File: src/hw/video_defines.svh
/*
  Raster, sync and tile geometry for the video subsystem.
  The tile layers assume a scroll space of MAP_COLS*TILE_W = 64 pixels.
  H_TOTAL and V_TOTAL must stay at most 64 to fit the 6-bit counters.
*/
`ifndef VIDEO_DEFINES_SVH
`define VIDEO_DEFINES_SVH

// Raster size, total and visible
`define H_TOTAL   64
`define H_ACTIVE  48
`define V_TOTAL   40
`define V_ACTIVE  32

// Sync pulse start and length, in pixels and lines
`define HS_START  52
`define HS_LEN    4
`define VS_START  34
`define VS_LEN    2

// Tile edge and map size in tiles
`define TILE_W    8
`define MAP_COLS  8
`define MAP_ROWS  8

// Pixel steps from timer position to layer output
`define LAYER_LAT 3

`endif
File: src/hw/video_timing_pkg.sv
/*
  Raster position and blanking as seen by every stage of the pipeline.
  Counter widths follow the raster totals in video_defines.svh.
*/
`include "video_defines.svh"

package video_timing_pkg;

    localparam int HDUMP_W = $clog2(`H_TOTAL);
    localparam int VDUMP_W = $clog2(`V_TOTAL);

    // One raster position with its blanking and sync flags
    typedef struct packed {
        logic [HDUMP_W-1:0] hdump;
        logic [VDUMP_W-1:0] vdump;
        // High inside the visible area
        logic               lhbl;
        logic               lvbl;
        // Sync pulses, active high
        logic               hs;
        logic               vs;
    } raster_t;

endpackage

File: src/hw/video_timer.sv
/*
  Pixel enable is clk divided by two.
  Counters and flags all move on pxl_cen and are registered together.
  After reset the raster sits at the last pixel of a blank line, all flags low.
*/
`include "video_defines.svh"

module video_timer (
    input  logic                      clk,
    input  logic                      rst_n,
    output logic                      pxl_cen,
    output video_timing_pkg::raster_t raster
);
    import video_timing_pkg::*;

    // Reset position lies inside vertical blank
    localparam raster_t RASTER_RST = '{
        hdump: HDUMP_W'(`H_TOTAL - 1),
        vdump: VDUMP_W'(`V_ACTIVE),
        lhbl:  1'b0,
        lvbl:  1'b0,
        hs:    1'b0,
        vs:    1'b0
    };

    logic [HDUMP_W-1:0] h_nxt;
    logic [VDUMP_W-1:0] v_nxt;
    logic               line_end;

    assign line_end = raster.hdump == HDUMP_W'(`H_TOTAL - 1);

    always_comb begin
        h_nxt = line_end ? '0 : raster.hdump + 1'b1;
        v_nxt = raster.vdump;
        if (line_end) begin
            v_nxt = (raster.vdump == VDUMP_W'(`V_TOTAL - 1)) ? '0 : raster.vdump + 1'b1;
        end
    end

    // Flags decode the next position so they line up with the counters
    always_ff @(posedge clk or negedge rst_n) begin
        if (!rst_n) begin
            pxl_cen <= 1'b0;
            raster  <= RASTER_RST;
        end else begin
            pxl_cen <= !pxl_cen;
            if (pxl_cen) begin
                raster.hdump <= h_nxt;
                raster.vdump <= v_nxt;
                raster.lhbl  <= int'(h_nxt) < `H_ACTIVE;
                raster.lvbl  <= int'(v_nxt) < `V_ACTIVE;
                raster.hs    <= int'(h_nxt) >= `HS_START
                             && int'(h_nxt) < `HS_START + `HS_LEN;
                raster.vs    <= int'(v_nxt) >= `VS_START
                             && int'(v_nxt) < `VS_START + `VS_LEN;
            end
        end
    end

    // Both counters stay inside the raster totals
    raster_range_a: assert property (@(posedge clk) disable iff (!rst_n)
        int'(raster.hdump) < `H_TOTAL && int'(raster.vdump) < `V_TOTAL);

endmodule

File: config.mk
export PLATFORM = sky130hd
export DESIGN_NAME = video_timer
export DESIGN_NICKNAME = d
export VERILOG_FILES = /design/src/hw/video_timing_pkg.sv /design/src/hw/video_timer.sv
export VERILOG_INCLUDE_DIRS = /design/src /design/src/hw
export SDC_FILE = /design/constraint.sdc
export NUM_CORES = 1
export LEC_CHECK = 0
export ABC_AREA = 1
export BUFFER_PORTS_ARGS = -buffer_cell sky130_fd_sc_hd__buf_4
export CORE_ASPECT_RATIO = 0.8
export CORE_MARGIN = 2
export CORE_UTILIZATION = 45
export DETAILED_ROUTE_END_ITERATION = 10
export PLACE_DENSITY = 0.67
export SLEW_MARGIN = 20
export SYNTH_ARGS = -nofsm -noshare
export SYNTH_HDL_FRONTEND = slang
export SYNTH_SLANG_ARGS = --single-unit
export TNS_END_PERCENT = 5
File: constraint.sdc
create_clock -name clk -period 1.9 [get_ports clk]
set_clock_uncertainty 0.05 [all_clocks]
set_input_delay 0.095 -clock clk [delete_from_list [all_inputs] [get_ports clk]]
set_output_delay 0.095 -clock clk [all_outputs]
set_load 0.01 [all_outputs]
* After elaboration in Yosys (flattened, before gate mapping)
Cells that the tools add are included.
Word-level totals: output and inout port bits 17, register bits 17
Cells by class: add/sub/neg operators 2, $lt $le $gt $ge 6, reduce and logical (&&, ||, !) cells 3, muxes and demuxes 3, equal/unequal tests 2
Operators with widths (number):
- $lt 6x6->1 const B | 4
- $mux 6 | 3
- $add 6x1->6 const B | 2
- $eq 6x6->1 const B | 2
- $ge 6x6->1 const B | 2
- $logic_and 1x1->1 | 2
- $logic_not 1->1 | 1

* Logic depth before layout (Yosys ltp)
depth in word-level cells 5, mapped depth 9, gate-level depth less buffers 9

* Worst setup path before layout
No wires, ideal clock.
path kind register to register, from reg raster[10] (netlist bit), to reg raster[4] (netlist bit), data arrival time 1.424 ns, cell stages (with the launch flop) 9, library setup time 0.117 ns, slack 0.309 ns, path buffers 0, cells stage by stage dfstp_2 ha_1 nand3_4 nor2_8 inv_4 nor2_1 o21ai_1 o21ai_1 inv_1
On the way: cells in the longest elaborated chain, start to end 2
Ends and longest elaborated chain:
- start, declared | RTL line video_timer.sv:12 | output video_timing_pkg::raster_t raster
- $eq 6x6->1 | RTL line video_timer.sv:30 | assign line_end = raster.hdump == HDUMP_W'(`H_TOTAL - 1);
- $mux 6 | RTL line video_timer.sv:35 | if (line_end) begin
Every way passes these cells. A chain may end at the register's enable or synchronous reset.

* Final worst setup path
from reg raster[10] (netlist bit), to reg raster[0] (netlist bit)
On the way: cells in the longest elaborated chain, start to end 4, elaborated cells on any way between the ends 5
Ends and longest elaborated chain (RTL line):
- $eq 6x6->1 * | video_timer.sv:30
- $mux 6 * | video_timer.sv:35
- $ge 6x6->1 (no line) / $lt 6x6->1 (equally long branches)
- $logic_and 1x1->1 (no line) *
Every way passes the cells marked *; elsewhere a longest branch is shown, timed or not.

==> run_results.csv <==
group,metric,value,unit
clock_network,cts-buffers-inserted,3,
worst_setup_path,critPathLaunch,"raster[10]",
route,via_per_inst,4.86,
timing,finalSetupViolations,0,
route,post_drt_wl_per_cell,11.5,µm
die,start_util,0.490,
synthesis,syn-cell-area,943,µm²
clock_network,cts-root-buf,"clkbuf_4",
worst_setup_path,cp-end-kind,"register",
finish,drive_above_1_share,0.236,
timing,fmax,587,MHz
global_route,grtUsageTotal,0.187,
clock_network,cts_sinks,17,
global_route,grt_max_degree,18,
clock_network,cts_buffer_depth,2,
synthesis,synth_top_family_by_area,"simple AND/OR/NAND/NOR gates",
worst_hold_path,min_path_type,"primary input to asynchronous set/reset pin",
synthesis,synth_nets,124,
timing,rsz0062_at_grt,"false",
outcome,status,"finished clean",
power_and_ir_drop,p_per_area,499,nW/µm²
route,ant_nets,0,
synthesis,synth-compound-area-share,0.0928,
route,drc,0,
global_route,grt_pass1_wl,3.21,mm
route,via_count,797,
timing,finalCriticalPeriod,1700,ps
route,postRouteWirelength,1.88,mm
global_route,grt_antenna_before_repair,0,
worst_setup_path,cp-endpoint,"raster[0]",
place,postPlaceCellArea,1100,µm²
synthesis,avgSynthCellArea,7.93,µm²
synthesis,synthXorXnorAreaFrac,0.0186,
worst_setup_path,reg2regPathDepth,9,
synthesis,yosys.area_share.simple,0.314,
worst_setup_path,critPathKind,"register to register",
worst_setup_path,startpoint_type,"register",
die,die_w,55.2,µm
worst_setup_path,r2r_end,"raster[0]",
timing,hold_viol,0,
die,ioPinCount,19,
worst_setup_path,required,2090,ps
timing,slew_headroom,0.749,
clock_network,path_clk_slew,100,ps
finish,final_cells,164,
synthesis,synth_seq_cells,17,
finish,diodes,0,
clock_network,insertion_delay,290,ps
worst_setup_path,rrSetupSlack,200,ps
timing,tightestPinTransition,376,ps
worst_setup_path,crit_arrival,1900,ps
finish,fin_nets,146,
finish,final_cell_mix,"nand2_1, buf_4, inv_1, nand3_1, nor2_1",
global_route,overflow,0,
clock_network,htree_levels,1,
place,dp_hpwl,1.35,mm
clock_network,cts_setup_buffers,0,
die,die_h,45.0,µm
die,dieArea,2480,µm²
synthesis,ys_seq_area_frac,0.460,
synthesis,synthAdderAreaFrac,0.0398,
worst_setup_path,crit_fanout,10,
place,gp_congestion,0.840,
synthesis,synth_edf_count,0,
finish,post-route-cell-area,1140,µm²
die,num_rows,14,
clock_network,cts_tree,"built",
timing,final_max_slew_viol_count,0,
route,firstDrtPassIters,4,
synthesis,synthMuxAreaShare,0,
power_and_ir_drop,ir_drop,383,µV
power_and_ir_drop,power_leakage,0.000592,µW
place,port_buffers,18,
place,place_inst,159,
die,core,1930,µm²
route,drt_iter0_drc,12,
global_route,grt_pass1_vias,744,
finish,mostFrequentLayoutCell,"nand2_1",
timing,fin_crit_sh,0.897,
finish,syn_to_final_growth,21.0,%
timing,tns,0,ps
worst_setup_path,r2r-start,"raster[10]",
synthesis,yosys_warnings,0,
synthesis,synth_ff_type,"dfrtp_1",
synthesis,synth_cell_types,19,
synthesis,synthCells,119,
run,maxCapViolCount,0,
synthesis,synth_async_sr_flop_share,1.00,
==> power by group <==
group	switching [µW]	leakage, µW	internal (µW)
registers	0	0.000198	362
clock network	116	0.0000150	81.8
logic	6.95	0.000379	2.74
total	123	0.000592	447
==> layout make-up <==
| cell class | count | area [µm²] |
|---|---|---|
| Clock buffer | 4 | 26.3 |
| Fill cell | 193 | 786 |
| Inverter | 15 | 58.8 |
| Multi-Input combinational cell | 84 | 439 |
| Sequential cell | 17 | 434 |
| Tap cell | 24 | 30.0 |
| Timing Repair Buffer | 20 | 153 |
==> synthesized netlist by cell type (2+ instances only) <==
library cell,n,area share
clkbuf_1,3,0.012
o21ai_1,8,0.042
nand3_1,12,0.064
dfstp_2,7,0.19
o21a_1,3,0.024
nand2_1,34,0.14
nor2_1,11,0.044
nand4_1,2,0.013
ha_1,3,0.040
o21ai_0,5,0.027
dfrtp_1,10,0.27
inv_1,14,0.056
==> worst max-delay path: stages (launching register included) <==
cell and delay [ps]:
dfstp_2 600, ha_1 250, nand3_4 140, nor2_8 180, nand2_1 80, nand2_1 60
nand2_1 60, nor2_1 80, nand3_1 80, nand2_1 60
==> through the flow <==
| step | power [µW] | util | setup WS [ps] | hold WS, ps |
|---|---|---|---|---|
| after detailed placement | 378 | 0.573 | 209 | -78.4 |
| after global routing | 607 | 0.592 | 47.5 | 139 |
| after CTS | 582 | 0.592 | 189 | 140 |
| final | 570 | 0.592 | 195 | 133 |
| after floorplan | 369 | - | 309 | -251 |
| after global placement | 378 | 0.573 | 242 | -77.2 |
==> registers in the layout (all words and copies together), names as in the netlist <==
| register | cells |
|---|---|
| raster | 16 |
| pxl_cen | 1 |
==> cell families (layout without fill, tap and decap cells) <==
| logic type | count (synthesis) | count (layout) |
|---|---|---|
| and+or+nand+nor | 63 | 63 |
| adders and majority gates | 3 | 3 |
| AOI/OAI and AO/OA | 16 | 16 |
| DFF | 17 | 17 |
| buffers and inverters | 18 | 39 |
| xor gates and xnor gates | 2 | 2 |
==> worst min path at each step <==
stage | to | from | slack [ps] | cells after the start
5_1_grt | raster[4] | rst_n | 140 | 2
3_3_place_gp | raster[4] | rst_n | -80 | 1
2_1_floorplan | pxl_cen | rst_n | -250 | 0
4_1_cts | raster[4] | rst_n | 140 | 2
3_5_place_dp | raster[4] | rst_n | -80 | 1
6_report | raster[4] | rst_n | 130 | 2
==> routing by layer <==
layer | vias up | GRT usage | routed length (µm)
li1 | 420 | - | -
met1 | 353 | 0.248 | 971
met2 | 20 | 0.269 | 774
met3 | 4 | 0.0762 | 107
met4 | 0 | 0.0780 | 26
met5 | - | 0 | 0
==> timing repair <==
item,in CTS,in global routing
hold endpoints to repair,17,0
gates resized for setup,0,0
hold buffers,1,0
(Power assumes the default switching activity.)
