File: config.mk
export PLATFORM = sky130hd
export DESIGN_NAME = color_mixer
export DESIGN_NICKNAME = d
export VERILOG_FILES = /design/src/hw/video_pixel_pkg.sv /design/src/hw/video_timing_pkg.sv /design/src/hw/color_mixer.sv /design/src/hw/pxl_delay.sv
export VERILOG_INCLUDE_DIRS = /design/src /design/src/hw
export SDC_FILE = /design/constraint.sdc
export NUM_CORES = 2
export LEC_CHECK = 0
export BUFFER_PORTS_ARGS = -buffer_cell sky130_fd_sc_hd__buf_2
export CAP_MARGIN = 40
export CORE_ASPECT_RATIO = 1.4
export CORE_MARGIN = 1.5
export CORE_UTILIZATION = 40
export DETAILED_ROUTE_END_ITERATION = 12
export HOLD_SLACK_MARGIN = 0.12
export PLACE_DENSITY_LB_ADDON = 0.12
export RECOVER_POWER = 50
export SLEW_MARGIN = 15
export SYNTH_ARGS = -nofsm -noshare
export SYNTH_HDL_FRONTEND = slang
export SYNTH_SLANG_ARGS = --single-unit
File: constraint.sdc
create_clock -name clk -period 1.9 [get_ports clk]
set_input_delay 0.38 -clock clk [delete_from_list [all_inputs] [get_ports clk]]
set_output_delay 0.38 -clock clk [all_outputs]
set_load 0.03 [all_outputs]
File: src/hw/video_defines.svh
/*
  Raster, sync and tile geometry for the video subsystem.
  The tile layers assume a scroll space of MAP_COLS*TILE_W = 64 pixels.
  H_TOTAL and V_TOTAL must stay at most 64 to fit the 6-bit counters.
*/
`ifndef VIDEO_DEFINES_SVH
`define VIDEO_DEFINES_SVH

// Raster size, total and visible
`define H_TOTAL   64
`define H_ACTIVE  48
`define V_TOTAL   40
`define V_ACTIVE  32

// Sync pulse start and length, in pixels and lines
`define HS_START  52
`define HS_LEN    4
`define VS_START  34
`define VS_LEN    2

// Tile edge and map size in tiles
`define TILE_W    8
`define MAP_COLS  8
`define MAP_ROWS  8

// Pixel steps from timer position to layer output
`define LAYER_LAT 3

`endif
File: src/hw/video_pixel_pkg.sv
/*
  CPU write bus, graphics ROM request and per-layer pixel types.
  A CPU write lasts one clk with no acknowledge.
  Pen 0 of a layer pixel is transparent.
*/
`include "video_defines.svh"

package video_pixel_pkg;

    // Which block a CPU write is meant for
    typedef enum logic [1:0] {
        map0    = 2'd0,
        map1    = 2'd1,
        scroll  = 2'd2,
        palette = 2'd3
    } cpu_target_e;

    typedef struct packed {
        logic        we;
        cpu_target_e target;
        logic [7:0]  addr;
        logic [15:0] data;
    } cpu_wr_t;

    // ROM row address, top bit unused
    typedef struct packed {
        logic                          spare;
        logic [7:0]                    code;
        logic [$clog2(`TILE_W)-1:0]    row;
    } gfx_req_t;

    typedef struct packed {
        logic [3:0] pal;
        logic [3:0] pen;
    } layer_pxl_t;

    // Travels beside the ROM fetch until the row comes back
    typedef struct packed {
        logic [3:0]                    pal;
        logic [$clog2(`TILE_W)-1:0]    fine_x;
    } tile_attr_t;

endpackage

File: src/hw/video_timing_pkg.sv
/*
  Raster position and blanking as seen by every stage of the pipeline.
  Counter widths follow the raster totals in video_defines.svh.
*/
`include "video_defines.svh"

package video_timing_pkg;

    localparam int HDUMP_W = $clog2(`H_TOTAL);
    localparam int VDUMP_W = $clog2(`V_TOTAL);

    // One raster position with its blanking and sync flags
    typedef struct packed {
        logic [HDUMP_W-1:0] hdump;
        logic [VDUMP_W-1:0] vdump;
        // High inside the visible area
        logic               lhbl;
        logic               lvbl;
        // Sync pulses, active high
        logic               hs;
        logic               vs;
    } raster_t;

endpackage

File: src/hw/color_mixer.sv
/*
  Fixed priority, layer 0 in front of layer 1, palette entry 0 as backdrop.
  Palette entry holds red in 11:8, green in 7:4 and blue in 3:0.
  Outputs come one pixel step after the layer pixels, with the raster
  delayed to match, so RGB and the *_dly flags describe the same pixel.
*/
`include "video_defines.svh"

module color_mixer (
    input  logic                        clk,
    input  logic                        rst_n,
    input  logic                        pxl_cen,
    input  video_timing_pkg::raster_t   raster,
    input  video_pixel_pkg::cpu_wr_t    cpu_wr,
    input  video_pixel_pkg::layer_pxl_t pxl0,
    input  video_pixel_pkg::layer_pxl_t pxl1,
    output logic [7:0]                  red,
    output logic [7:0]                  green,
    output logic [7:0]                  blue,
    output logic                        lhbl_dly,
    output logic                        lvbl_dly,
    output logic                        hs_dly,
    output logic                        vs_dly
);
    import video_timing_pkg::*;
    import video_pixel_pkg::*;

    localparam int PAL_ENTRIES  = 256;
    // Layer latency plus the palette read
    localparam int RASTER_DEPTH = `LAYER_LAT + 1;

    logic [11:0] pal_mem [PAL_ENTRIES];
    logic [7:0]  pal_idx;
    logic [11:0] pal_q;
    raster_t     raster_dly;
    logic        visible;

    always_comb begin
        if (pxl0.pen != 4'd0) begin
            pal_idx = {pxl0.pal, pxl0.pen};
        end else if (pxl1.pen != 4'd0) begin
            pal_idx = {pxl1.pal, pxl1.pen};
        end else begin
            // Backdrop
            pal_idx = 8'd0;
        end
    end

    always_ff @(posedge clk) begin
        if (cpu_wr.we && cpu_wr.target == palette) begin
            pal_mem[cpu_wr.addr] <= cpu_wr.data[11:0];
        end
    end

    always_ff @(posedge clk) begin
        if (pxl_cen) begin
            pal_q <= pal_mem[pal_idx];
        end
    end

    pxl_delay #(
        .payload_t (raster_t),
        .DEPTH     (RASTER_DEPTH)
    ) raster_delay_inst (
        .clk     (clk),
        .rst_n   (rst_n),
        .pxl_cen (pxl_cen),
        .din     (raster),
        .dout    (raster_dly)
    );

    assign lhbl_dly = raster_dly.lhbl;
    assign lvbl_dly = raster_dly.lvbl;
    assign hs_dly   = raster_dly.hs;
    assign vs_dly   = raster_dly.vs;

    assign visible = raster_dly.lhbl && raster_dly.lvbl;

    // Nibble repeated to fill 8 bits, black during blanking
    assign red   = visible ? {2{pal_q[11:8]}} : 8'd0;
    assign green = visible ? {2{pal_q[7:4]}}  : 8'd0;
    assign blue  = visible ? {2{pal_q[3:0]}}  : 8'd0;

    pal_addr_a: assert property (@(posedge clk) disable iff (!rst_n)
        cpu_wr.we && cpu_wr.target == palette
        |-> !$isunknown(cpu_wr.addr) && int'(cpu_wr.addr) < PAL_ENTRIES);

endmodule

File: src/hw/pxl_delay.sv
/*
  Delay line of DEPTH pixel steps for any packed payload.
  Shifts only on pxl_cen and clears to zero on reset.
  DEPTH must be at least 1.
*/
`include "video_defines.svh"

module pxl_delay #(
    parameter type payload_t = logic,
    parameter int  DEPTH     = 1
) (
    input  logic     clk,
    input  logic     rst_n,
    input  logic     pxl_cen,
    input  payload_t din,
    output payload_t dout
);

    payload_t pipe [DEPTH];

    always_ff @(posedge clk or negedge rst_n) begin
        if (!rst_n) begin
            for (int i = 0; i < DEPTH; i++) begin
                pipe[i] <= '0;
            end
        end else if (pxl_cen) begin
            pipe[0] <= din;
            for (int i = 1; i < DEPTH; i++) begin
                pipe[i] <= pipe[i-1];
            end
        end
    end

    assign dout = pipe[DEPTH-1];

endmodule

==> After elaboration in Yosys (flattened, before gate mapping) <==
Memory sizes are Yosys's and may differ from the RTL's. A register that Yosys moved wholly into a read port is not among the register bits.
Cells that the tools add are included.
{ "classes": {"mux": 7, "n_eq_ne": 1, "n_reduce_logical": 4} }
{ "op_table": {"columns": ["operator", "count"], "rows": [
  ["8-bit 2-to-1 mux", 5],
  ["4-bit nonzero test", 2],
  ["2-bit == test (second input constant)", 1],
  ["1-bit logical AND", 2],
  ["1-bit 2-to-1 mux", 2]
]} }
{ "word_totals": {"out_inout_bits": 28, "regBits": 16, "ramBits": 3072, "in_bits": 62, "elab_cells": 29, "n_memories": 1} }
{ "memory_table": {"columns": ["memory", "depth", "width", "rd", "rd_ports_with_merged_regs", "wr", "line_no", "source"], "rows": [
  ["pal_mem", 256, 12, 1, 1, 1, "color_mixer.sv:32", "logic [11:0] pal_mem [PAL_ENTRIES];"]
]} }

==> Logic depth before layout (Yosys ltp) <==
{ "depth": {"ltp_word": 4, "ltp_mapped": 13, "mapped_depth_nobuf": 9} }

==> Modules after synthesis <==
A second synthesis with hierarchy kept.
{ "unflattened": {"hier_cells": 7008, "area_unflattened_um2": 122406.1} }
{ "by_module_without_submodules": {"columns": ["module", "seq_area_each_um2", "n_inst", "cells_each", "area_each_um2"], "rows": [
  ["color_mixer", 92608.8, 1, 6857, 119607.2],
  ["pxl_delay", 1601.5, 1, 151, 2798.9]
]} }

==> Worst setup path after synthesis <==
OpenSTA, ideal clock, no wires.
{ "synth_timing": {"path_kind": "input -> register", "start": "in pxl0[1] (netlist name)", "end": "reg pal_q[5] (read register of pal_mem) (data pin)", "cell_stages": 11, "t_arrival_ns": 2.186, "t_required_ns": 1.633, "path_buffers": 2, "path_slack_ns": -0.553, "setup_time_ns": 0.267, "path_cell_list": "buf_2 > nor4b_4 > nor2_2 > buf_6 > mux2_1 > a221oi_1 > a21oi_1 > a311oi_1 > a21oi_1 > o21ai_1 > nand4_1"} }
{ "synth_between": {"elab_chain_len": 2} }
{ "synth_rtl": {"columns": ["item", "line_no", "source"], "rows": [
  ["start: declaration", "color_mixer.sv:15", "input video_pixel_pkg::layer_pxl_t pxl0,"],
  ["4-bit nonzero test", "color_mixer.sv:39", "if (pxl0.pen != 4'd0) begin"],
  ["8-bit 2-to-1 mux *", "color_mixer.sv:39", null],
  ["end: declaration", "color_mixer.sv:34", "logic [11:0] pal_q;"]
]} }
Mark *: on every way between the ends. The rest lies on a longest branch, timed or not.
A chain may end at the register's enable or synchronous reset.

==> Final worst setup path <==
{ "layout_timing": {"start": "in pxl0[0] (netlist name)", "end": "reg pal_q[9] (read register of pal_mem) (data pin)"} }
The elaborated chain is that of the path after synthesis.

==> run summary <==
The growth of design area from synthesis to finish is 27.4%. Of all nets on the critical path, the largest fanout is 21. The number of routed nets with antenna violations came out at 0.

The count of buffers from port buffering came out at 73. The switching portion of total power is 0.229. The root cell of the clock tree is sky130_fd_sc_hd__clkbuf_16.

The number of buffers on the longest clock path came out at 4. The clock latency of the later-clocked register in the worst-skew pair came out at 890 ps. The synthesized design contains 3,084 enable-type register cells.

The signal on the critical path passes through buf_6 > buf_4 > nor4_4 > buf_4 > o21bai_4 > buf_12 > buf_12 > buf_4 > o22ai_1 > nor4_2 > nor3_2 > a211oi_4 > buf_6 > o2111ai_2. In this design, the largest share of critical-path delay is due to buffers and inverters. At the pin with the least slew margin, the transition time is approximately 1900 ps. For this run, global-route usage on met1 was measured as 0.321. The warning count from the yosys run came out at 0. The final worst-path cycle share came out at 1.31. The number of global-route vias before repair came out at 72,000. sky130_fd_sc_hd__edfxtp_1 takes more of the synthesized area than any other cell. Entering global routing, the biggest net connects 78 pins. The final number of hold-violating endpoints came out at 0. The number of H-tree levels is 5. The number of antenna violations at the first check in global routing came to 21. The prevailing post-synth register cell is sky130_fd_sc_hd__edfxtp_1. In the final timing run, aggregate negative setup slack is -151,450 ps. The synthesized netlist net count came out at 7,062. The average size of a mapped cell came out at 17.2 sq um. met2 is the most crowded layer.

In the post-synthesis netlist, the biggest area contributors are sky130_fd_sc_hd__edfxtp_1 77%, sky130_fd_sc_hd__mux2i_1 11%, sky130_fd_sc_hd__o22ai_1 2.7%. The total routing usage reported by global routing came out at 0.258. The clock tree from TritonCTS is done. The starting utilization of the core area is 0.401. Data arrives at the worst endpoint at 3230 ps. At the end of the flow, the number of nets in the layout was 8,426. The worst slew margin relative to its limit is -0.250. The wire length of the first global-routing pass came out at 556 mm.

The fraction of the yosys area taken by sequential cells is 0.773. The area fraction of the dominant cell type after synthesis came out at 0.770. After layout, the worst setup slack is -591 ps. The async set-or-reset flop fraction in the synthesized netlist came out at 0.00516. The checks that failed: capacitance limit, slew limit, setup timing.

The most frequent standard cell in the layout excluding fill and tap cells is sky130_fd_sc_hd__edfxtp_1. The share of layout cells above drive strength 1 is 0.270. The run finished, with violations left.

For this run, design rule violations remaining after detail routing come to 0. STA classifies the critical path endpoint as a flip-flop. The leakage power of the design came out at roughly 0.053 uW. The count of endpoints failing setup in the final report came out at 1,296. The clock transition at the registers of the reported paths came out at roughly 60 ps. The final RePlAce weighted congestion is 0.874. The internal power of the cells totals 114,000 uW. The number of buffer and inverter stages on the critical path is 7. The detail-routed net length per standard cell is 31.9 um. The largest vdd supply drop is 0.000733 V. Synthesis inferred around 3,100 register bits. The die covers 304,000 sq um.

The max-slew violation total from the final report is 19. Of the total power, the clock network draws 0.398. The total clock sinks came out at 3,100. The shortest period the worst path allows came out at roughly 2500 ps. The worst hold slack came out at 317 ps. The critical path is of the primary input to flip-flop type. The die height is between 600 and 700 um. The met3 layer usage reported by global route came out at 0.0335. The routed wire length is 401 mm. The die width came out at 467 um. The setup clock skew after layout came out at a little under 50 ps.

90 I/O pins were placed. The count of cell types in the netlist is 51. The fraction of power consumed by sequential logic came out at 0.511. The total half-perimeter wirelength after legalization and detailed placement is approximately 260 mm. In this run the core area contains 238 standard-cell rows. The average via count per standard cell came out at around 5.7. The overflow left after global routing is 0. The worst slack at placement is -2590 ps. In this run, CTS created clock tree buffers numbering 313.

The largest individual stage delay along the critical path comes from the cell sky130_fd_sc_hd__nor3_2. The tightest min-delay check is of the primary input to flip-flop type. The cell count after synthesis came out at 7,000. The combinational fraction of design power is 0.091. The dominant cell type by count on the critical path is sky130_fd_sc_hd__buf_4. The net load switching power is between 30,000 and 40,000 uW. The standard cell core area came out at 300,000 sq um. The final standard cell utilization of the core is 0.511. The detailed-router iteration count before antenna repair is 5. The highest attainable clock frequency came out at 401 MHz. Power spread over the standard cell area amounts to 963 nW/um^2. Setup repair after global routing could not meet its margin everywhere. The max-capacitance violation count is 2.

The critical path data required time is around 2600 ps. The delay contributed by the slowest stage of the critical path came out at between 500 and 600 ps. The met2 track demand over resource came out at 0.449. The area of the mapped netlist is 120,000 sq um. The via count of the routed design is 71,300.

The worst setup path is launched from a primary input. The detailed router's first-iteration violation count came out at ~6,300. Leaving out fill and tap cells, the most frequent cells in the layout are 3,084 x sky130_fd_sc_hd__edfxtp_1, 1,201 x sky130_fd_sc_hd__mux2i_1, 799 x sky130_fd_sc_hd__buf_4, 502 x sky130_fd_sc_hd__nand2_1, 397 x sky130_fd_sc_hd__o22ai_1.
[synth_stat cells, types with 16 or more instances]
| library cell | instances |
|---|---|
| sky130_fd_sc_hd__edfxtp_1 | 3084 |
| sky130_fd_sc_hd__mux2i_1 | 1289 |
| sky130_fd_sc_hd__o22ai_1 | 523 |
| sky130_fd_sc_hd__nand2_1 | 509 |
| sky130_fd_sc_hd__o221ai_1 | 283 |
| sky130_fd_sc_hd__nor2_1 | 267 |
| sky130_fd_sc_hd__clkbuf_1 | 231 |
| sky130_fd_sc_hd__buf_2 | 184 |
| sky130_fd_sc_hd__nand3_1 | 108 |
| sky130_fd_sc_hd__a21oi_1 | 82 |
| sky130_fd_sc_hd__a32oi_1 | 69 |
| sky130_fd_sc_hd__o21ai_0 | 49 |
| sky130_fd_sc_hd__a31oi_1 | 42 |
| sky130_fd_sc_hd__nor4_1 | 38 |
| sky130_fd_sc_hd__buf_4 | 32 |
| sky130_fd_sc_hd__buf_1 | 31 |
| sky130_fd_sc_hd__o32ai_1 | 24 |
| sky130_fd_sc_hd__mux2_2 | 20 |
| sky130_fd_sc_hd__nand4_1 | 17 |
| sky130_fd_sc_hd__dfrtp_1 | 16 |
[cells by family after synthesis]
| group | Yosys count | synth area share |
|---|---|---|
| simple gates | 983 | 0.0339 |
| compound gates | 1118 | 0.0656 |
| flops | 3100 | 0.773 |
| mux | 1311 | 0.109 |
| buf+inv | 488 | 0.0184 |
[layer usage]
layer  wire (um)  share of wire
met1      157000           0.39
met2      203000           0.51
met3       20300          0.051
met4       20700          0.052
met5         115        0.00029
[worst reg2reg max path: stages, from the launching register on]
cell	delay, ps
sky130_fd_sc_hd__edfxtp_1	370
sky130_fd_sc_hd__mux2i_1	310
sky130_fd_sc_hd__o22ai_1	250
sky130_fd_sc_hd__o22ai_1	220
sky130_fd_sc_hd__buf_4	160
sky130_fd_sc_hd__o22ai_1	90
sky130_fd_sc_hd__o21ai_2	280
sky130_fd_sc_hd__buf_4	190
sky130_fd_sc_hd__nand4_1	60
[path summary, 6_finish.rpt]
kind                                                start                    endpoint  slack, ps  depth (start not counted)
max in group asynchronous                           rst_n   raster_delay_inst.dout[2]        790                          3
worst min register to register  raster_delay_inst.dout[1]   raster_delay_inst.dout[1]        500                          1
worst min-delay path                           cpu_wr[20]            pal_mem[127][10]        320                          5
worst max register to register            pal_mem[94][10]                   pal_q[10]       -270                          8
min in group asynchronous                           rst_n  raster_delay_inst.pipe[35]        620                          3
worst max-delay path                              pxl0[0]                    pal_q[9]       -590                         14
[sequential cells by signal, summed over array words and instances, names as in the netlist]
signal / count
pal_mem: 3072
pal_q: 12
raster_delay_inst.pipe: 12
raster_delay_inst.dout: 4
[power groups by stage]
stage | sequential (uW) | clock, uW | combinational, uW
global placement | 76900 | 0 | 11100
global route | 75400 | 62100 | 13900
detailed placement | 76900 | 0 | 11200
CTS | 75400 | 59800 | 13200
floorplan | 76900 | 0 | 4620
finish | 75500 | 58800 | 13400
[final cells by class]
cell class / instances / area [sq um]
diodes: 7 / 17.5
clock buffers: 388 / 8260
clock inverters: 149 / 1150
fillers: 24500 / 147000
inverters: 6 / 22.5
multi-input cells: 3412 / 28100
flip-flops and latches: 3100 / 93000
well taps: 3960 / 4950
repair buffers: 1531 / 17800
[what timing repair did]
| action | in CTS | in global routing |
|---|---|---|
| hold endpoints to repair | 876 | 0 |
| hold buffers | 23 | 0 |
| resized for setup | 608 | 194 |
| buffers inserted | 127 | 45 |
| pin swaps | 157 | 116 |
| endpoints found under the setup margin | 38 | 38 |
| gates cloned | 41 | 8 |
[through the flow]
step / total power (uW) / area [sq um] / cells
floorplan: 81500 / 121000 / 7000
global placement: 88000 / 138000 / 11800
detailed placement: 88100 / 138000 / 11800
CTS: 148000 / 153000 / 12500
global route: 151000 / 153000 / 12500
finish: 148000 / 153000 / 12600
No activity file was read; power rests on OpenSTA's default activity.
