### config.mk
export PLATFORM = sky130hd
export DESIGN_NAME = tile_layer
export DESIGN_NICKNAME = d
export VERILOG_FILES = /design/src/hw/video_pixel_pkg.sv /design/src/hw/video_timing_pkg.sv /design/src/hw/tile_layer.sv /design/src/hw/pxl_delay.sv
export VERILOG_INCLUDE_DIRS = /design/src /design/src/hw
export SDC_FILE = /design/constraint.sdc
export NUM_CORES = 1
export LEC_CHECK = 0
export BUFFER_PORTS_ARGS = -buffer_cell sky130_fd_sc_hd__buf_2
export CELL_PAD_IN_SITES_DETAIL_PLACEMENT = 0
export CELL_PAD_IN_SITES_GLOBAL_PLACEMENT = 2
export CORE_UTILIZATION = 47
export CTS_BUF_LIST = sky130_fd_sc_hd__clkbuf_4 sky130_fd_sc_hd__clkbuf_8
export DETAILED_ROUTE_END_ITERATION = 10
export PLACE_DENSITY = 0.76
export SLEW_MARGIN = 20
export SYNTH_ARGS = -nofsm -noshare
export SYNTH_HDL_FRONTEND = slang
export SYNTH_SLANG_ARGS = --single-unit
### constraint.sdc
create_clock -name clk -period 7.5 [get_ports clk]
set_clock_uncertainty 0.2 [all_clocks]
set_input_delay 0.375 -clock clk [delete_from_list [all_inputs] [get_ports clk]]
set_output_delay 0.375 -clock clk [all_outputs]
set_load 0.02 [all_outputs]
### src/hw/video_defines.svh
/*
  Raster, sync and tile geometry for the video subsystem.
  The tile layers assume a scroll space of MAP_COLS*TILE_W = 64 pixels.
  H_TOTAL and V_TOTAL must stay at most 64 to fit the 6-bit counters.
*/
`ifndef VIDEO_DEFINES_SVH
`define VIDEO_DEFINES_SVH

// Raster size, total and visible
`define H_TOTAL   64
`define H_ACTIVE  48
`define V_TOTAL   40
`define V_ACTIVE  32

// Sync pulse start and length, in pixels and lines
`define HS_START  52
`define HS_LEN    4
`define VS_START  34
`define VS_LEN    2

// Tile edge and map size in tiles
`define TILE_W    8
`define MAP_COLS  8
`define MAP_ROWS  8

// Pixel steps from timer position to layer output
`define LAYER_LAT 3

`endif
### src/hw/video_pixel_pkg.sv
/*
  CPU write bus, graphics ROM request and per-layer pixel types.
  A CPU write lasts one clk with no acknowledge.
  Pen 0 of a layer pixel is transparent.
*/
`include "video_defines.svh"

package video_pixel_pkg;

    // Which block a CPU write is meant for
    typedef enum logic [1:0] {
        map0    = 2'd0,
        map1    = 2'd1,
        scroll  = 2'd2,
        palette = 2'd3
    } cpu_target_e;

    typedef struct packed {
        logic        we;
        cpu_target_e target;
        logic [7:0]  addr;
        logic [15:0] data;
    } cpu_wr_t;

    // ROM row address, top bit unused
    typedef struct packed {
        logic                          spare;
        logic [7:0]                    code;
        logic [$clog2(`TILE_W)-1:0]    row;
    } gfx_req_t;

    typedef struct packed {
        logic [3:0] pal;
        logic [3:0] pen;
    } layer_pxl_t;

    // Travels beside the ROM fetch until the row comes back
    typedef struct packed {
        logic [3:0]                    pal;
        logic [$clog2(`TILE_W)-1:0]    fine_x;
    } tile_attr_t;

endpackage

### src/hw/video_timing_pkg.sv
/*
  Raster position and blanking as seen by every stage of the pipeline.
  Counter widths follow the raster totals in video_defines.svh.
*/
`include "video_defines.svh"

package video_timing_pkg;

    localparam int HDUMP_W = $clog2(`H_TOTAL);
    localparam int VDUMP_W = $clog2(`V_TOTAL);

    // One raster position with its blanking and sync flags
    typedef struct packed {
        logic [HDUMP_W-1:0] hdump;
        logic [VDUMP_W-1:0] vdump;
        // High inside the visible area
        logic               lhbl;
        logic               lvbl;
        // Sync pulses, active high
        logic               hs;
        logic               vs;
    } raster_t;

endpackage

### src/hw/tile_layer.sv
/*
  One scrolling tile layer. Map and scroll are written by the CPU at any time,
  so mid-frame writes show up on the next fetched pixel.
  ROM data must be valid exactly one clk after gfx_cs; there is no wait state.
  Pixel for raster position h leaves LAYER_LAT pixel steps after the timer shows h.
*/
`include "video_defines.svh"

module tile_layer #(
    parameter int LAYER = 0
) (
    input  logic                        clk,
    input  logic                        rst_n,
    input  logic                        pxl_cen,
    input  video_timing_pkg::raster_t   raster,
    input  video_pixel_pkg::cpu_wr_t    cpu_wr,
    output video_pixel_pkg::gfx_req_t   gfx_addr,
    output logic                        gfx_cs,
    input  logic [31:0]                 gfx_data,
    output video_pixel_pkg::layer_pxl_t pxl
);
    import video_pixel_pkg::*;

    localparam int MAP_SIZE   = `MAP_COLS * `MAP_ROWS;
    localparam int MAP_AW     = $clog2(MAP_SIZE);
    localparam int FINE_W     = $clog2(`TILE_W);
    localparam int SCR_W      = $clog2(`MAP_COLS * `TILE_W);
    // Map read and ROM fetch take two of the LAYER_LAT steps
    localparam int ATTR_DEPTH = `LAYER_LAT - 2;

    localparam cpu_target_e MAP_TGT  = (LAYER == 0) ? map0 : map1;
    localparam logic [7:0]  SCR_ADDR = 8'(2 * LAYER);

    logic [SCR_W-1:0]  hscroll;
    logic [SCR_W-1:0]  vscroll;
    logic [SCR_W-1:0]  sx;
    logic [SCR_W-1:0]  sy;
    logic [MAP_AW-1:0] map_idx;

    // Map entry has the palette in 11:8 and tile code in 7:0
    logic [11:0]       map_mem [MAP_SIZE];
    logic [11:0]       map_q;
    logic [FINE_W-1:0] fine_x_q;
    logic [FINE_W-1:0] fine_y_q;
    tile_attr_t        attr_in;
    tile_attr_t        attr_dly;
    logic [31:0]       row_q;

    always_ff @(posedge clk or negedge rst_n) begin
        if (!rst_n) begin
            hscroll <= '0;
            vscroll <= '0;
        end else if (cpu_wr.we && cpu_wr.target == scroll) begin
            if (cpu_wr.addr == SCR_ADDR) begin
                hscroll <= cpu_wr.data[SCR_W-1:0];
            end
            if (cpu_wr.addr == SCR_ADDR + 8'd1) begin
                vscroll <= cpu_wr.data[SCR_W-1:0];
            end
        end
    end

    always_ff @(posedge clk) begin
        if (cpu_wr.we && cpu_wr.target == MAP_TGT) begin
            map_mem[cpu_wr.addr[MAP_AW-1:0]] <= cpu_wr.data[11:0];
        end
    end

    // Scroll wraps at 64 pixels through the 6-bit sum
    assign sx      = raster.hdump + hscroll;
    assign sy      = raster.vdump + vscroll;
    assign map_idx = MAP_AW'(sy[SCR_W-1:FINE_W] * `MAP_COLS + sx[SCR_W-1:FINE_W]);

    // Step 1: map read
    always_ff @(posedge clk) begin
        if (pxl_cen) begin
            map_q    <= map_mem[map_idx];
            fine_x_q <= sx[FINE_W-1:0];
            fine_y_q <= sy[FINE_W-1:0];
        end
    end

    // ROM request in the clk right after the map read
    always_ff @(posedge clk or negedge rst_n) begin
        if (!rst_n) begin
            gfx_cs <= 1'b0;
        end else begin
            gfx_cs <= pxl_cen;
        end
    end

    assign gfx_addr = '{spare: 1'b0, code: map_q[7:0], row: fine_y_q};
    assign attr_in  = '{pal: map_q[11:8], fine_x: fine_x_q};

    pxl_delay #(
        .payload_t (tile_attr_t),
        .DEPTH     (ATTR_DEPTH)
    ) attr_delay_inst (
        .clk     (clk),
        .rst_n   (rst_n),
        .pxl_cen (pxl_cen),
        .din     (attr_in),
        .dout    (attr_dly)
    );

    // Step 2: row arrives one clk after the request, on the next pxl_cen
    always_ff @(posedge clk) begin
        if (pxl_cen) begin
            row_q <= gfx_data;
        end
    end

    // Step 3: pick the nibble at fine x
    always_ff @(posedge clk or negedge rst_n) begin
        if (!rst_n) begin
            pxl <= '0;
        end else if (pxl_cen) begin
            pxl.pal <= attr_dly.pal;
            pxl.pen <= row_q[{attr_dly.fine_x, 2'b00} +: 4];
        end
    end

    // One fetch per pixel, so the ROM sees at most every other clk
    gfx_cs_gap_a: assert property (@(posedge clk) disable iff (!rst_n)
        gfx_cs |=> !gfx_cs);

endmodule

### src/hw/pxl_delay.sv
/*
  Delay line of DEPTH pixel steps for any packed payload.
  Shifts only on pxl_cen and clears to zero on reset.
  DEPTH must be at least 1.
*/
`include "video_defines.svh"

module pxl_delay #(
    parameter type payload_t = logic,
    parameter int  DEPTH     = 1
) (
    input  logic     clk,
    input  logic     rst_n,
    input  logic     pxl_cen,
    input  payload_t din,
    output payload_t dout
);

    payload_t pipe [DEPTH];

    always_ff @(posedge clk or negedge rst_n) begin
        if (!rst_n) begin
            for (int i = 0; i < DEPTH; i++) begin
                pipe[i] <= '0;
            end
        end else if (pxl_cen) begin
            pipe[0] <= din;
            for (int i = 1; i < DEPTH; i++) begin
                pipe[i] <= pipe[i-1];
            end
        end
    end

    assign dout = pipe[DEPTH-1];

endmodule

Word level (Yosys, flattened, before mapping) --
Memories as Yosys holds them, arrays and structs flattened. A register that Yosys moved wholly into a read port is not among the register bits. Index checks and enable logic that the tools add are counted.
Word-level totals: output and inout port bits 21, bits in writable memories 768, memories kept 1, word-level logic and storage cells 25, input bits 78, bits in registers 66
Memory list:
- map_mem | words 64, width 12, read ports 1, clocked after Yosys merged registers in 1, wr ports 1, RTL line tile_layer.sv:41 | logic [11:0] map_mem [MAP_SIZE];
Operators by class: reductions and logical operators 6, muxes and demuxes 2, add/subtract/negate cells 3, shifts and indexed selects 1, equal/unequal tests 2
Operators by type and width (number):
- 32-bit by 6-bit indexed part select with 4-bit output | 1
- 6-bit adder | 2
- 8-bit by 1-bit == test with 1-bit output, second input constant | 1
- 8-bit logical NOT | 1
- 6-bit by 3-bit adder with 6-bit output | 1
- 2-bit AND reduction | 2
- 2-bit == test, second input constant | 1
- 1-bit logical AND | 2
- 2-bit logical NOT | 1
- 1-bit two-way mux | 2

Logic depth before layout (Yosys ltp) --
Gate-level depths: netlist of run 1.
depth in word-level cells 4, depth in mapped cells 15

By module --
Synthesis of run 1 repeated with hierarchy kept, for this count alone.
Second synthesis, totals: cell total of the unflattened synthesis 2104, area total of the unflattened synthesis 34665.7 um^2
By module, submodules not included:
- tile_layer | instances 1, area each 34374.2 um^2, cells each 2089
- pxl_delay | instances 1, area each 291.5 um^2, cells each 15

Worst setup path after synthesis of run 1 --
OpenSTA, ideal clock, no wires.
path type in2reg, from input raster[4] (netlist name), to register map_q[9], read port of map_mem, data pin, required time 7044 ps, stages 11, slack 4177 ps, arrival time 2867 ps, path through ha_1 fa_1 a21o_1 a21oi_1 xnor2_1 or3_1 buf_2 nor2_1 a2bb2oi_1 nor4b_1 and4_1
On the way: longest elaborated chain between the ends 2
Ends and longest elaborated chain:
- start, declared | RTL line tile_layer.sv:15 | input video_timing_pkg::raster_t raster,
- 6-bit adder | RTL line tile_layer.sv:71 | assign sy = raster.vdump + vscroll;
- 6-bit by 3-bit adder with 6-bit output | RTL line tile_layer.sv:72 | assign map_idx = MAP_AW'(sy[SCR_W-1:FINE_W] * `MAP_COLS + sx[SCR_W-1:FINE_W]);
- end, declared | RTL line tile_layer.sv:42 | logic [11:0] map_q;
No other way between the ends. A chain may end at the register's enable or synchronous reset.

Worst setup path after layout of run 1 --
from register hscroll[1], to register map_q[11], read port of map_mem, data pin
On the way: longest elaborated chain between the ends 2
Ends and longest elaborated chain:
- start, declared | RTL line tile_layer.sv:34 | logic [SCR_W-1:0] hscroll;
- start signal, assigned | RTL line tile_layer.sv:55 | hscroll <= cpu_wr.data[SCR_W-1:0];
- 6-bit adder | RTL line tile_layer.sv:70 | assign sx = raster.hdump + hscroll;
- 6-bit by 3-bit adder with 6-bit output | RTL line tile_layer.sv:72
No other way between the ends.

==> results of run 1 <==
-- worst max-delay path, cell delays in order, from the launching register on --
cell and delay (ns):
dfrtp_1 0.41, ha_1 0.29, a211oi_2 0.34, o21ba_2 0.31, or2_4 0.63, buf_4 0.58
mux4_2 0.33, nand2_1 0.06, o211ai_1 0.10, or4b_1 0.64, nor4_2 0.44
-- final cells by class --
type / instances / area (µm²)
fill: 5548 / 31900
sequential: 846 / 25300
multi-input combinational: 904 / 7710
clock buffer: 188 / 2300
timing repair buffer: 224 / 1620
tap: 940 / 1180
clock inverter: 52 / 265
inverter: 3 / 11.3
antenna: 1 / 2.50
-- synthesized netlist by cell type, drive strengths merged, types with 12 or more instances --
master and instances:
nor2 93, o22ai 15, a211oi 24, nor4 12, and3 19, clkbuf 27
mux4 135, nand2 249, dfrtp 28, a311oi 23, mux2i 54, nand3 84
mux2 30, nor3 27, edfxtp 818, buf 71
-- kinds of logic (layout without fill, tap and decap cells) --
kind of cell,after synthesis,after routing,synth area share (%)
AOI/OAI and AO/OA,133,133,3.05
xor gates and xnor gates,7,7,0.183
adders and majority gates,12,12,0.493
buffers and inverters,101,467,1.76
DFF,846,846,75.4
muxes,219,219,11.7
other,1,2,0.0112
and+or+nand+nor,532,532,7.44
-- per-stage QoR --
step | worst slack [ns] | power, W | hold WS [ns]
3_5_place_dp | 2.73 | 0.00592 | 0.270
2_1_floorplan | 4.18 | 0.00567 | -0.121
4_1_cts | 2.81 | 0.00970 | 0.00438
5_1_grt | 2.60 | 0.00994 | 0.0404
6_report | 2.89 | 0.00961 | 0.0648
3_3_place_gp | 2.76 | 0.00590 | 0.255
-- final timing paths --
path                              from                       to  cells past startpoint
max in group asynchronous        rst_n               hscroll[4]                      4
min in group asynchronous        rst_n                   pxl[2]                      4
setup reg to reg            hscroll[1]                map_q[11]                     10
hold reg to reg            fine_x_q[0]  attr_delay_inst.dout[0]                      1
setup / recovery            hscroll[1]                map_q[11]                     10
hold / removal               cpu_wr[3]           map_mem[32][3]                      2
-- state kept, by name (all words and copies together) (netlist names) --
| name | count |
|---|---|
| attr_delay_inst.dout | 7 |
| fine_x_q | 3 |
| fine_y_q | 3 |
| gfx_cs | 1 |
| hscroll | 6 |
| map_mem | 768 |
| map_q | 12 |
| pxl | 8 |
| row_q | 32 |
| vscroll | 6 |
-- repair_timing --
item,in CTS,in global routing
endpoints found under the hold margin,73,0
hold buffers,44,0
buffers inserted,0,0
-- power breakdown --
part / internal (W) / total [W] / switching, W / leakage, nW
clock: 0.00199 / 0.00377 / 0.00179 / 1.35
combinational: 0.000208 / 0.000572 / 0.000364 / 3.78
sequential: 0.00524 / 0.00526 / 0.0000246 / 7.74
total: 0.00744 / 0.00961 / 0.00217 / 12.9
-- routing by layer --
metal / vias to the layer above / track usage (%)
li1: 7933 / -
met1: 9426 / 34.1
met2: 638 / 37.1
met3: 109 / 4.46
met4: 0 / 6.56
met5: - / 0
==> impl_metrics.env, run 1 <==
export IMPL_outcome="finished clean"
export IMPL_worstPathMaxFanout=34
export IMPL_rsz0062_at_grt="no"
export IMPL_core_area_um2=70300
export IMPL_ant_nets=0
export IMPL_first_pass_iters=7
export IMPL_powerDensity_nw_per_um2=251
export IMPL_rrSetupSlack_ns=2.89
export IMPL_grt_max_degree=103
export IMPL_cts_tree="done"
export IMPL_place_area_um2=35300
export IMPL_grt_pass1_wl_mm=122
export IMPL_clkLatencyLatePin_ns=0.80
export IMPL_post_route_period_util_pct=61.4
export IMPL_worstSetupStartpointType="register"
export IMPL_required_ns=7.86
export IMPL_setup_violations_final=0
export IMPL_io_buffers=89
export IMPL_detail_route_wl_per_cell_um=26.3
export IMPL_yosysSeqAreaShare_pct=75.4
export IMPL_synth_seq_cells=846
export IMPL_cts_resized=0
export IMPL_synth_area_leaders="edfxtp_1 (73%), mux4_2 (9.1%), nand2_1 (2.8%)"
export IMPL_syn_num_nets=1941
export IMPL_htree_levels=4
export IMPL_final_core_util_pct=54.6
export IMPL_wl_met3_mm=5.26
export IMPL_pin_count=99
export IMPL_end_kind="register"
export IMPL_num_rows=97
export IMPL_grt_use_total_pct=23.7
export IMPL_synth_flop_cell="edfxtp_1"
export IMPL_synth_cell_types=72
export IMPL_ir_worst_vdd_mv=0.154
export IMPL_highest_layer="met4"
export IMPL_die_h_um=269
export IMPL_drive_gt1_share_pct=26.7
export IMPL_cts_root_buffer="clkbuf_8"
export IMPL_worstPathArrival_ns=4.96
export IMPL_synth_top_area_cell="edfxtp_1"
export IMPL_cts_sinks=846
export IMPL_synth_edf_count=818
export IMPL_worst_pin_slew_ns=1.13
export IMPL_vias=18100
export IMPL_hold_viol_final=0
export IMPL_antenna_found_initial=1
export IMPL_async_flop_share_pct=3.31
export IMPL_slew_headroom_pct=24.1
export IMPL_synth_area_per_cell_um2=18.1
export IMPL_dp_cells=2873
export IMPL_gp_congestion=0.839
export IMPL_yosysWarnings=0
export IMPL_gr_total_overflow=0
export IMPL_initial_utilization_pct=47.7
export IMPL_max_clock_path_buffers=3
export IMPL_final_min_clock_period_ns=4.61
export IMPL_hold_path_class="in2reg"
export IMPL_cts_buffers=140
export IMPL_synthCells=1851
export IMPL_crit_type="reg2reg"
export IMPL_vias_per_cell=5.73
export IMPL_p_leak_nw=12.9
export IMPL_fin_tns_setup_ns=0
export IMPL_final_area_um2=38300
export IMPL_synth_top_area_share_pct=73.3
export IMPL_drc=0
export IMPL_syn_to_final_growth_pct=14.4
export IMPL_wl_met2_mm=40.0
export IMPL_die_area_um2=72400
export IMPL_post_layout_nonfiller_instances=3158
export IMPL_cap_violations=0
export IMPL_finish_net_count=2209
export IMPL_met1Wirelength_mm=36.4
export IMPL_synth_area_um2=33500
export IMPL_dp_hpwl_mm=49.6
export IMPL_clkTransAtPathRegs_ns=0.06
export IMPL_grt_pass1_vias=18200
export IMPL_max_freq_mhz=217
export IMPL_layout_common_cells="edfxtp_1 (818), nand2_1 (248), clkbuf_8 (142)"
export IMPL_mostFrequentLayoutCell="edfxtp_1"
export IMPL_drt_iter0_drc=1655
export IMPL_maxSlewViolCount=0
export IMPL_drt_wl_total_mm=83.2
export IMPL_dieWidth_um=269
Note: power is estimated with default switching activity, not from simulation.
==> run 2: changes to the inputs <==
==> constraint.sdc (replaced) <==
create_clock -name clk -period 4.7 [get_ports clk]
set_clock_uncertainty 0.2 [all_clocks]
set_input_delay 0.235 -clock clk [delete_from_list [all_inputs] [get_ports clk]]
set_output_delay 0.235 -clock clk [all_outputs]
set_load 0.02 [all_outputs]
==> run 2 against run 1 <==
  * Setup slack got worse by 2.4 ns
  * Clock power grew 70%
  * Total power up 64%
  * Count of clock-buffer cells in the layout rose by 2
  * Critical path depth up 1
  * Routed wire length increased by 2.9%
  * Largest cell class unchanged
  * Largest power group unchanged
==> impl_metrics.env, run 2 (synthesized netlist as in run 1, its figures left out) <==
export IMPL_max_freq_mhz=239
export IMPL_worstSetupStartpointType="register"
export IMPL_holdPathEnd="map_mem[39][10]"
export IMPL_maxSlewViolCount=0
export IMPL_largest_reg_flops=768
export IMPL_hold_buffers=95
export IMPL_dieWidth_um=269
export IMPL_ir_worst_vdd_mv=0.234
export IMPL_r2r_worst_path_cells=11
export IMPL_hold_path_class="in2reg"
export IMPL_vias=18500
export IMPL_multi_input_area_um2=7690
export IMPL_initial_utilization_pct=47.7
export IMPL_cts_root_buffer="clkbuf_8"
export IMPL_wl_met3_mm=6.06
export IMPL_setup_violations_final=0
export IMPL_mostFrequentLayoutCell="edfxtp_1"
export IMPL_worstPathArrival_ns=4.51
export IMPL_post_route_period_util_pct=89.1
export IMPL_whs_ns=0.117
export IMPL_grt_pass1_wl_mm=125
export IMPL_crit_type="reg2reg"
export IMPL_final_min_clock_period_ns=4.19
export IMPL_first_pass_iters=5
export IMPL_powerDensity_nw_per_um2=401
export IMPL_register_area_um2=25300
export IMPL_required_ns=5.02
export IMPL_hold_viol_final=0
export IMPL_vias_per_cell=5.69
export IMPL_outcome="finished clean"
export IMPL_layout_common_cells="edfxtp_1 (818), nand2_1 (248), clkbuf_8 (142)"
export IMPL_die_h_um=269
export IMPL_detail_route_wl_per_cell_um=26.3
export IMPL_cpMostUsedCell="mux2i_1"
export IMPL_slew_headroom_pct=30.2
export IMPL_rrSetupSlack_ns=0.51
export IMPL_clkTransAtPathRegs_ns=0.06
export IMPL_htree_levels=4
export IMPL_num_rows=97
export IMPL_hold_path_depth=3
export IMPL_antenna_found_initial=1
export IMPL_drc=0
export IMPL_grt_use_total_pct=24.4
export IMPL_dp_hpwl_mm=51.5
export IMPL_hold_start="cpu_wr[21]"
export IMPL_end_kind="register"
export IMPL_grt_pass1_vias=18800
export IMPL_drt_iter0_drc=1741
export IMPL_cp_startpoint="hscroll[1]"
export IMPL_reg2reg_from="hscroll[1]"
export IMPL_io_buffers=89
export IMPL_worstPathMaxFanout=28
export IMPL_cts_setup_buffers=0
export IMPL_core_area_um2=70300
export IMPL_cts_buffers=141
export IMPL_wl_met2_mm=40.6
export IMPL_max_clock_path_buffers=3
export IMPL_rsz0062_at_grt="no"
export IMPL_cpPeakStageDelay_ns=0.82
export IMPL_critPathTopFamily="compound AO/OA/AOI/OAI gates"
export IMPL_crit_buf_inv=2
export IMPL_met1Wirelength_mm=37.1
export IMPL_path_cells="ha_1 > a211oi_2 > o21ba_2 > or2_4 > buf_12 > mux2i_1 > mux2i_1 > a2111oi_0 > a2111o_1 > a2111oi_2 > buf_4"
export IMPL_gp_congestion=0.846
export IMPL_timing_rr_end="map_q[3]"
export IMPL_fin_tns_setup_ns=0
export IMPL_drive_gt1_share_pct=27.4
export IMPL_cts_resized=0
export IMPL_gr_total_overflow=0
export IMPL_cp_slowest_cell="a2111oi_0"
export IMPL_worst_pin_slew_ns=1.04
export IMPL_finish_net_count=2297
export IMPL_highest_layer="met4"
export IMPL_cts_sinks=846
export IMPL_nFillCells=5445
export IMPL_cap_violations=0
export IMPL_drt_wl_total_mm=85.6
export IMPL_clkLatencyLatePin_ns=0.79
export IMPL_die_area_um2=72400
export IMPL_cts_tree="done"
export IMPL_p_leak_nw=13.4
export IMPL_syn_to_final_growth_pct=17.7
export IMPL_pin_count=99
export IMPL_grt_max_degree=69
export IMPL_ant_nets=0
-- run 2: stage by stage --
step	total power, W	instance area (µm²)	setup slack [ns]	util, %	cells
after global placement	0.00946	35700	0.578	50.8	2908
after global routing	0.0163	39400	0.413	56.1	3259
after detailed placement	0.00948	35700	0.550	50.8	2908
after floorplan	0.00905	33500	1.40	-	1851
final	0.0158	39400	0.511	56.1	3259
after CTS	0.0159	39400	0.549	56.1	3257
-- run 2: worst register-to-register path, delay by kind of cell (launching register included) --
kind	cells	cell delay [ns]
compound gates	5	1.73
buf+inv	2	0.49
flops	1	0.41
mux	2	0.35
fa+ha+maj	1	0.29
simple gates	1	0.48
-- run 2: power by group --
group          switching, W  internal, W
combinational      0.000604     0.000384
clock               0.00296      0.00346
sequential        0.0000419      0.00836
-- run 2: per-layer routing --
metal / vias up / track usage, %
met3: 129 / 5.01
met5: - / 0
met2: 684 / 37.9
met1: 9610 / 34.6
li1: 8126 / -
met4: 0 / 7.75
-- run 2: worst max-delay path by stage --
stage	end	slack [ns]	depth (start not counted)
global placement	map_q[7]	0.58	10
finish	map_q[3]	0.51	11
floorplan	map_q[9]	1.40	11
detailed placement	map_q[7]	0.55	10
CTS	map_q[7]	0.55	10
global route	map_q[7]	0.41	10
-- run 2: area by class of cell --
cell class	instances	share of cell area, %
antenna	1	0.00635
clock buffer	190	5.87
clock inverter	64	1.19
inverter	3	0.0286
multi-input combinational	904	19.5
sequential	846	64.1
tap	940	2.98
timing repair buffer	311	6.38
==> run 3: changes to the inputs <==
--- a/config.mk
+++ b/config.mk
@@ -7,12 +7,13 @@
 export NUM_CORES = 1
 export LEC_CHECK = 0
 export BUFFER_PORTS_ARGS = -buffer_cell sky130_fd_sc_hd__buf_2
+export CAP_MARGIN = 40
 export CELL_PAD_IN_SITES_DETAIL_PLACEMENT = 0
 export CELL_PAD_IN_SITES_GLOBAL_PLACEMENT = 2
-export CORE_UTILIZATION = 47
+export CORE_UTILIZATION = 52
 export CTS_BUF_LIST = sky130_fd_sc_hd__clkbuf_4 sky130_fd_sc_hd__clkbuf_8
 export DETAILED_ROUTE_END_ITERATION = 10
-export PLACE_DENSITY = 0.76
+export PLACE_DENSITY = 0.83
 export SLEW_MARGIN = 20
 export SYNTH_ARGS = -nofsm -noshare
 export SYNTH_HDL_FRONTEND = slang
==> constraint.sdc (replaced) <==
create_clock -name clk -period 4.9 [get_ports clk]
set_clock_uncertainty 0.2 [all_clocks]
set_input_delay 0.245 -clock clk [delete_from_list [all_inputs] [get_ports clk]]
set_output_delay 0.245 -clock clk [all_outputs]
set_load 0.02 [all_outputs]
==> run 3 against run 2 <==
  * Design area fell by 0.65%
  * Setup slack worse by 0.043 ns
  * Sequential share of layout area is 0.42 points higher
  * Largest cell class unchanged
  * Critical path type unchanged
==> impl_metrics.env, run 3 (synthesized netlist as in run 1, its figures left out) <==
export IMPL_cp_endpoint="map_q[4]"
export IMPL_r2r_worst_path_cells=11
export IMPL_critPathTopFamily="compound AO/OA/AOI/OAI gates"
export IMPL_p_switching_w=0.00332
export IMPL_worstPathMaxFanout=25
export IMPL_max_freq_mhz=226
export IMPL_detail_route_wl_per_cell_um=26.5
export IMPL_grt_pass1_wl_mm=123
export IMPL_worst_pin_slew_ns=0.885
export IMPL_fin_tns_setup_ns=0
export IMPL_final_min_clock_period_ns=4.43
export IMPL_drive_gt1_share_pct=27.3
export IMPL_grt_pass1_vias=18800
export IMPL_combPwrFrac_pct=6.3
export IMPL_layout_common_cells="edfxtp_1 (818), nand2_1 (248), clkbuf_8 (144)"
export IMPL_cp_startpoint="hscroll[2]"
export IMPL_rrSetupSlack_ns=0.47
export IMPL_cts_root_buffer="clkbuf_8"
export IMPL_vias_per_cell=5.91
export IMPL_drt_wl_total_mm=83.2
export IMPL_cap_violations=0
export IMPL_intPower_w=0.0117
export IMPL_hold_start="cpu_wr[19]"
export IMPL_final_area_um2=39200
export IMPL_htree_levels=4
export IMPL_cts_buffers=136
export IMPL_reg2reg_from="hscroll[2]"
export IMPL_gr_total_overflow=0
export IMPL_max_clock_path_buffers=3
export IMPL_num_rows=92
export IMPL_syn_to_final_growth_pct=16.9
export IMPL_clock_power_share_pct=39.9
export IMPL_place_area_um2=35600
export IMPL_switching_share_pct=22.2
export IMPL_initial_utilization_pct=52.8
export IMPL_grt_max_degree=73
export IMPL_antenna_found_initial=1
export IMPL_hold_viol_final=0
export IMPL_maxSlewViolCount=0
export IMPL_timing_rr_end="map_q[4]"
export IMPL_cp_depth=11
export IMPL_cpPeakStageDelay_ns=0.77
export IMPL_vias=18600
export IMPL_power_w=0.0150
export IMPL_die_area_um2=65500
export IMPL_post_route_period_util_pct=90.5
export IMPL_seq_power_share_pct=53.8
export IMPL_first_pass_iters=5
export IMPL_hold_path_class="in2reg"
export IMPL_largest_reg_flops=768
export IMPL_outcome="finished clean"
export IMPL_io_buffers=89
export IMPL_p_leak_nw=13.3
export IMPL_crit_buf_inv=2
export IMPL_dp_slack_ns=0.618
export IMPL_ant_nets=0
export IMPL_drc=0
export IMPL_cp_slowest_cell="a2111oi_0"
export IMPL_grt_use_total_pct=26.0
export IMPL_gp_congestion=0.864
export IMPL_drt_iter0_drc=1916
export IMPL_clkTransAtPathRegs_ns=0.06
export IMPL_path_cells="ha_1 > o21ai_1 > nor2_1 > or2_4 > buf_12 > buf_12 > nand2_1 > a311oi_1 > a2111oi_0 > a2111oi_0 > o2111a_1"
export IMPL_core_area_um2=63400
export IMPL_crit_type="reg2reg"
export IMPL_worstSetupStartpointType="register"
export IMPL_cts_sinks=846
export IMPL_ir_worst_vdd_mv=0.272
export IMPL_clkLatencyLatePin_ns=0.80
export IMPL_slew_headroom_pct=41.0
export IMPL_cts_tree="done"
export IMPL_pin_count=99
export IMPL_worstPathArrival_ns=4.86
export IMPL_required_ns=5.32
export IMPL_final_core_util_pct=61.8
export IMPL_powerDensity_nw_per_um2=382
export IMPL_die_h_um=256
export IMPL_end_kind="register"
export IMPL_finish_net_count=2279
export IMPL_final_critical_path_setup_slack_ns=0.468
export IMPL_dieWidth_um=256
export IMPL_rsz0062_at_grt="no"
export IMPL_setup_violations_final=0
export IMPL_dp_hpwl_mm=49.8
export IMPL_mostFrequentLayoutCell="edfxtp_1"
run 3: changes by cell type in the layout (fill, tap and decap cells not counted), moves of 3 or more:
cell,delta
clkbuf_4,-3
clkinv_8,-3
buf_12,+3
inv_8,-4
clkinv_1,-5
buf_4,-14
dlygate4sd3_1,-6
run 3: how the worst min path moves through the flow:
stage,end,cells after the start
floorplan,attr_delay_inst.dout[0],0
global placement,pxl[3],1
detailed placement,gfx_cs,1
CTS,map_mem[46][4],3
global route,map_mem[46][4],3
finish,map_mem[13][5],3
run 3: what timing repair did:
item	in CTS	in global routing
hold buffers	90	0
setup buffers	0	0
endpoints found under the hold margin	819	0
resized for setup	0	0
endpoints found under the setup margin	0	0
run 3: cell type report:
class                   count  area (µm²)
flip-flops and latches    846       25300
fillers                  4496       24200
multi-input cells         904        7700
repair buffers            298        2460
clock buffers             189        2320
well taps                 846        1060
clock inverters            54         367
inverters                   3        11.3
diodes                      1        2.50
run 3: tightest hold or removal path: stages:
cell	delay, ns
buf_2	0.19
or3b_2	0.31
nor2_1	0.13
run 3: metal layers:
metal,global-route usage [%],wire length (µm),part of all wire (%)
met3,5.04,6080,7.3
met2,40.6,40400,49
met4,9.18,1880,2.3
met5,0,0,0
met1,37.0,34800,42
run 3: per-stage QoR:
stage / hold slack, ns / std cells
3_5_place_dp: 0.122 / 2805
5_1_grt: 0.0814 / 3141
6_report: 0.0908 / 3141
4_1_cts: 0.0284 / 3138
3_3_place_gp: 0.122 / 2800
2_1_floorplan: -0.251 / 1851
run 3: power by group through the flow:
stage	Sequential [W]	Combinational (W)	Clock, W
floorplan	0.00821	0.000463	0
global placement	0.00820	0.000858	0
detailed placement	0.00820	0.000882	0
CTS	0.00805	0.000941	0.00609
global route	0.00806	0.00100	0.00639
finish	0.00805	0.000945	0.00598
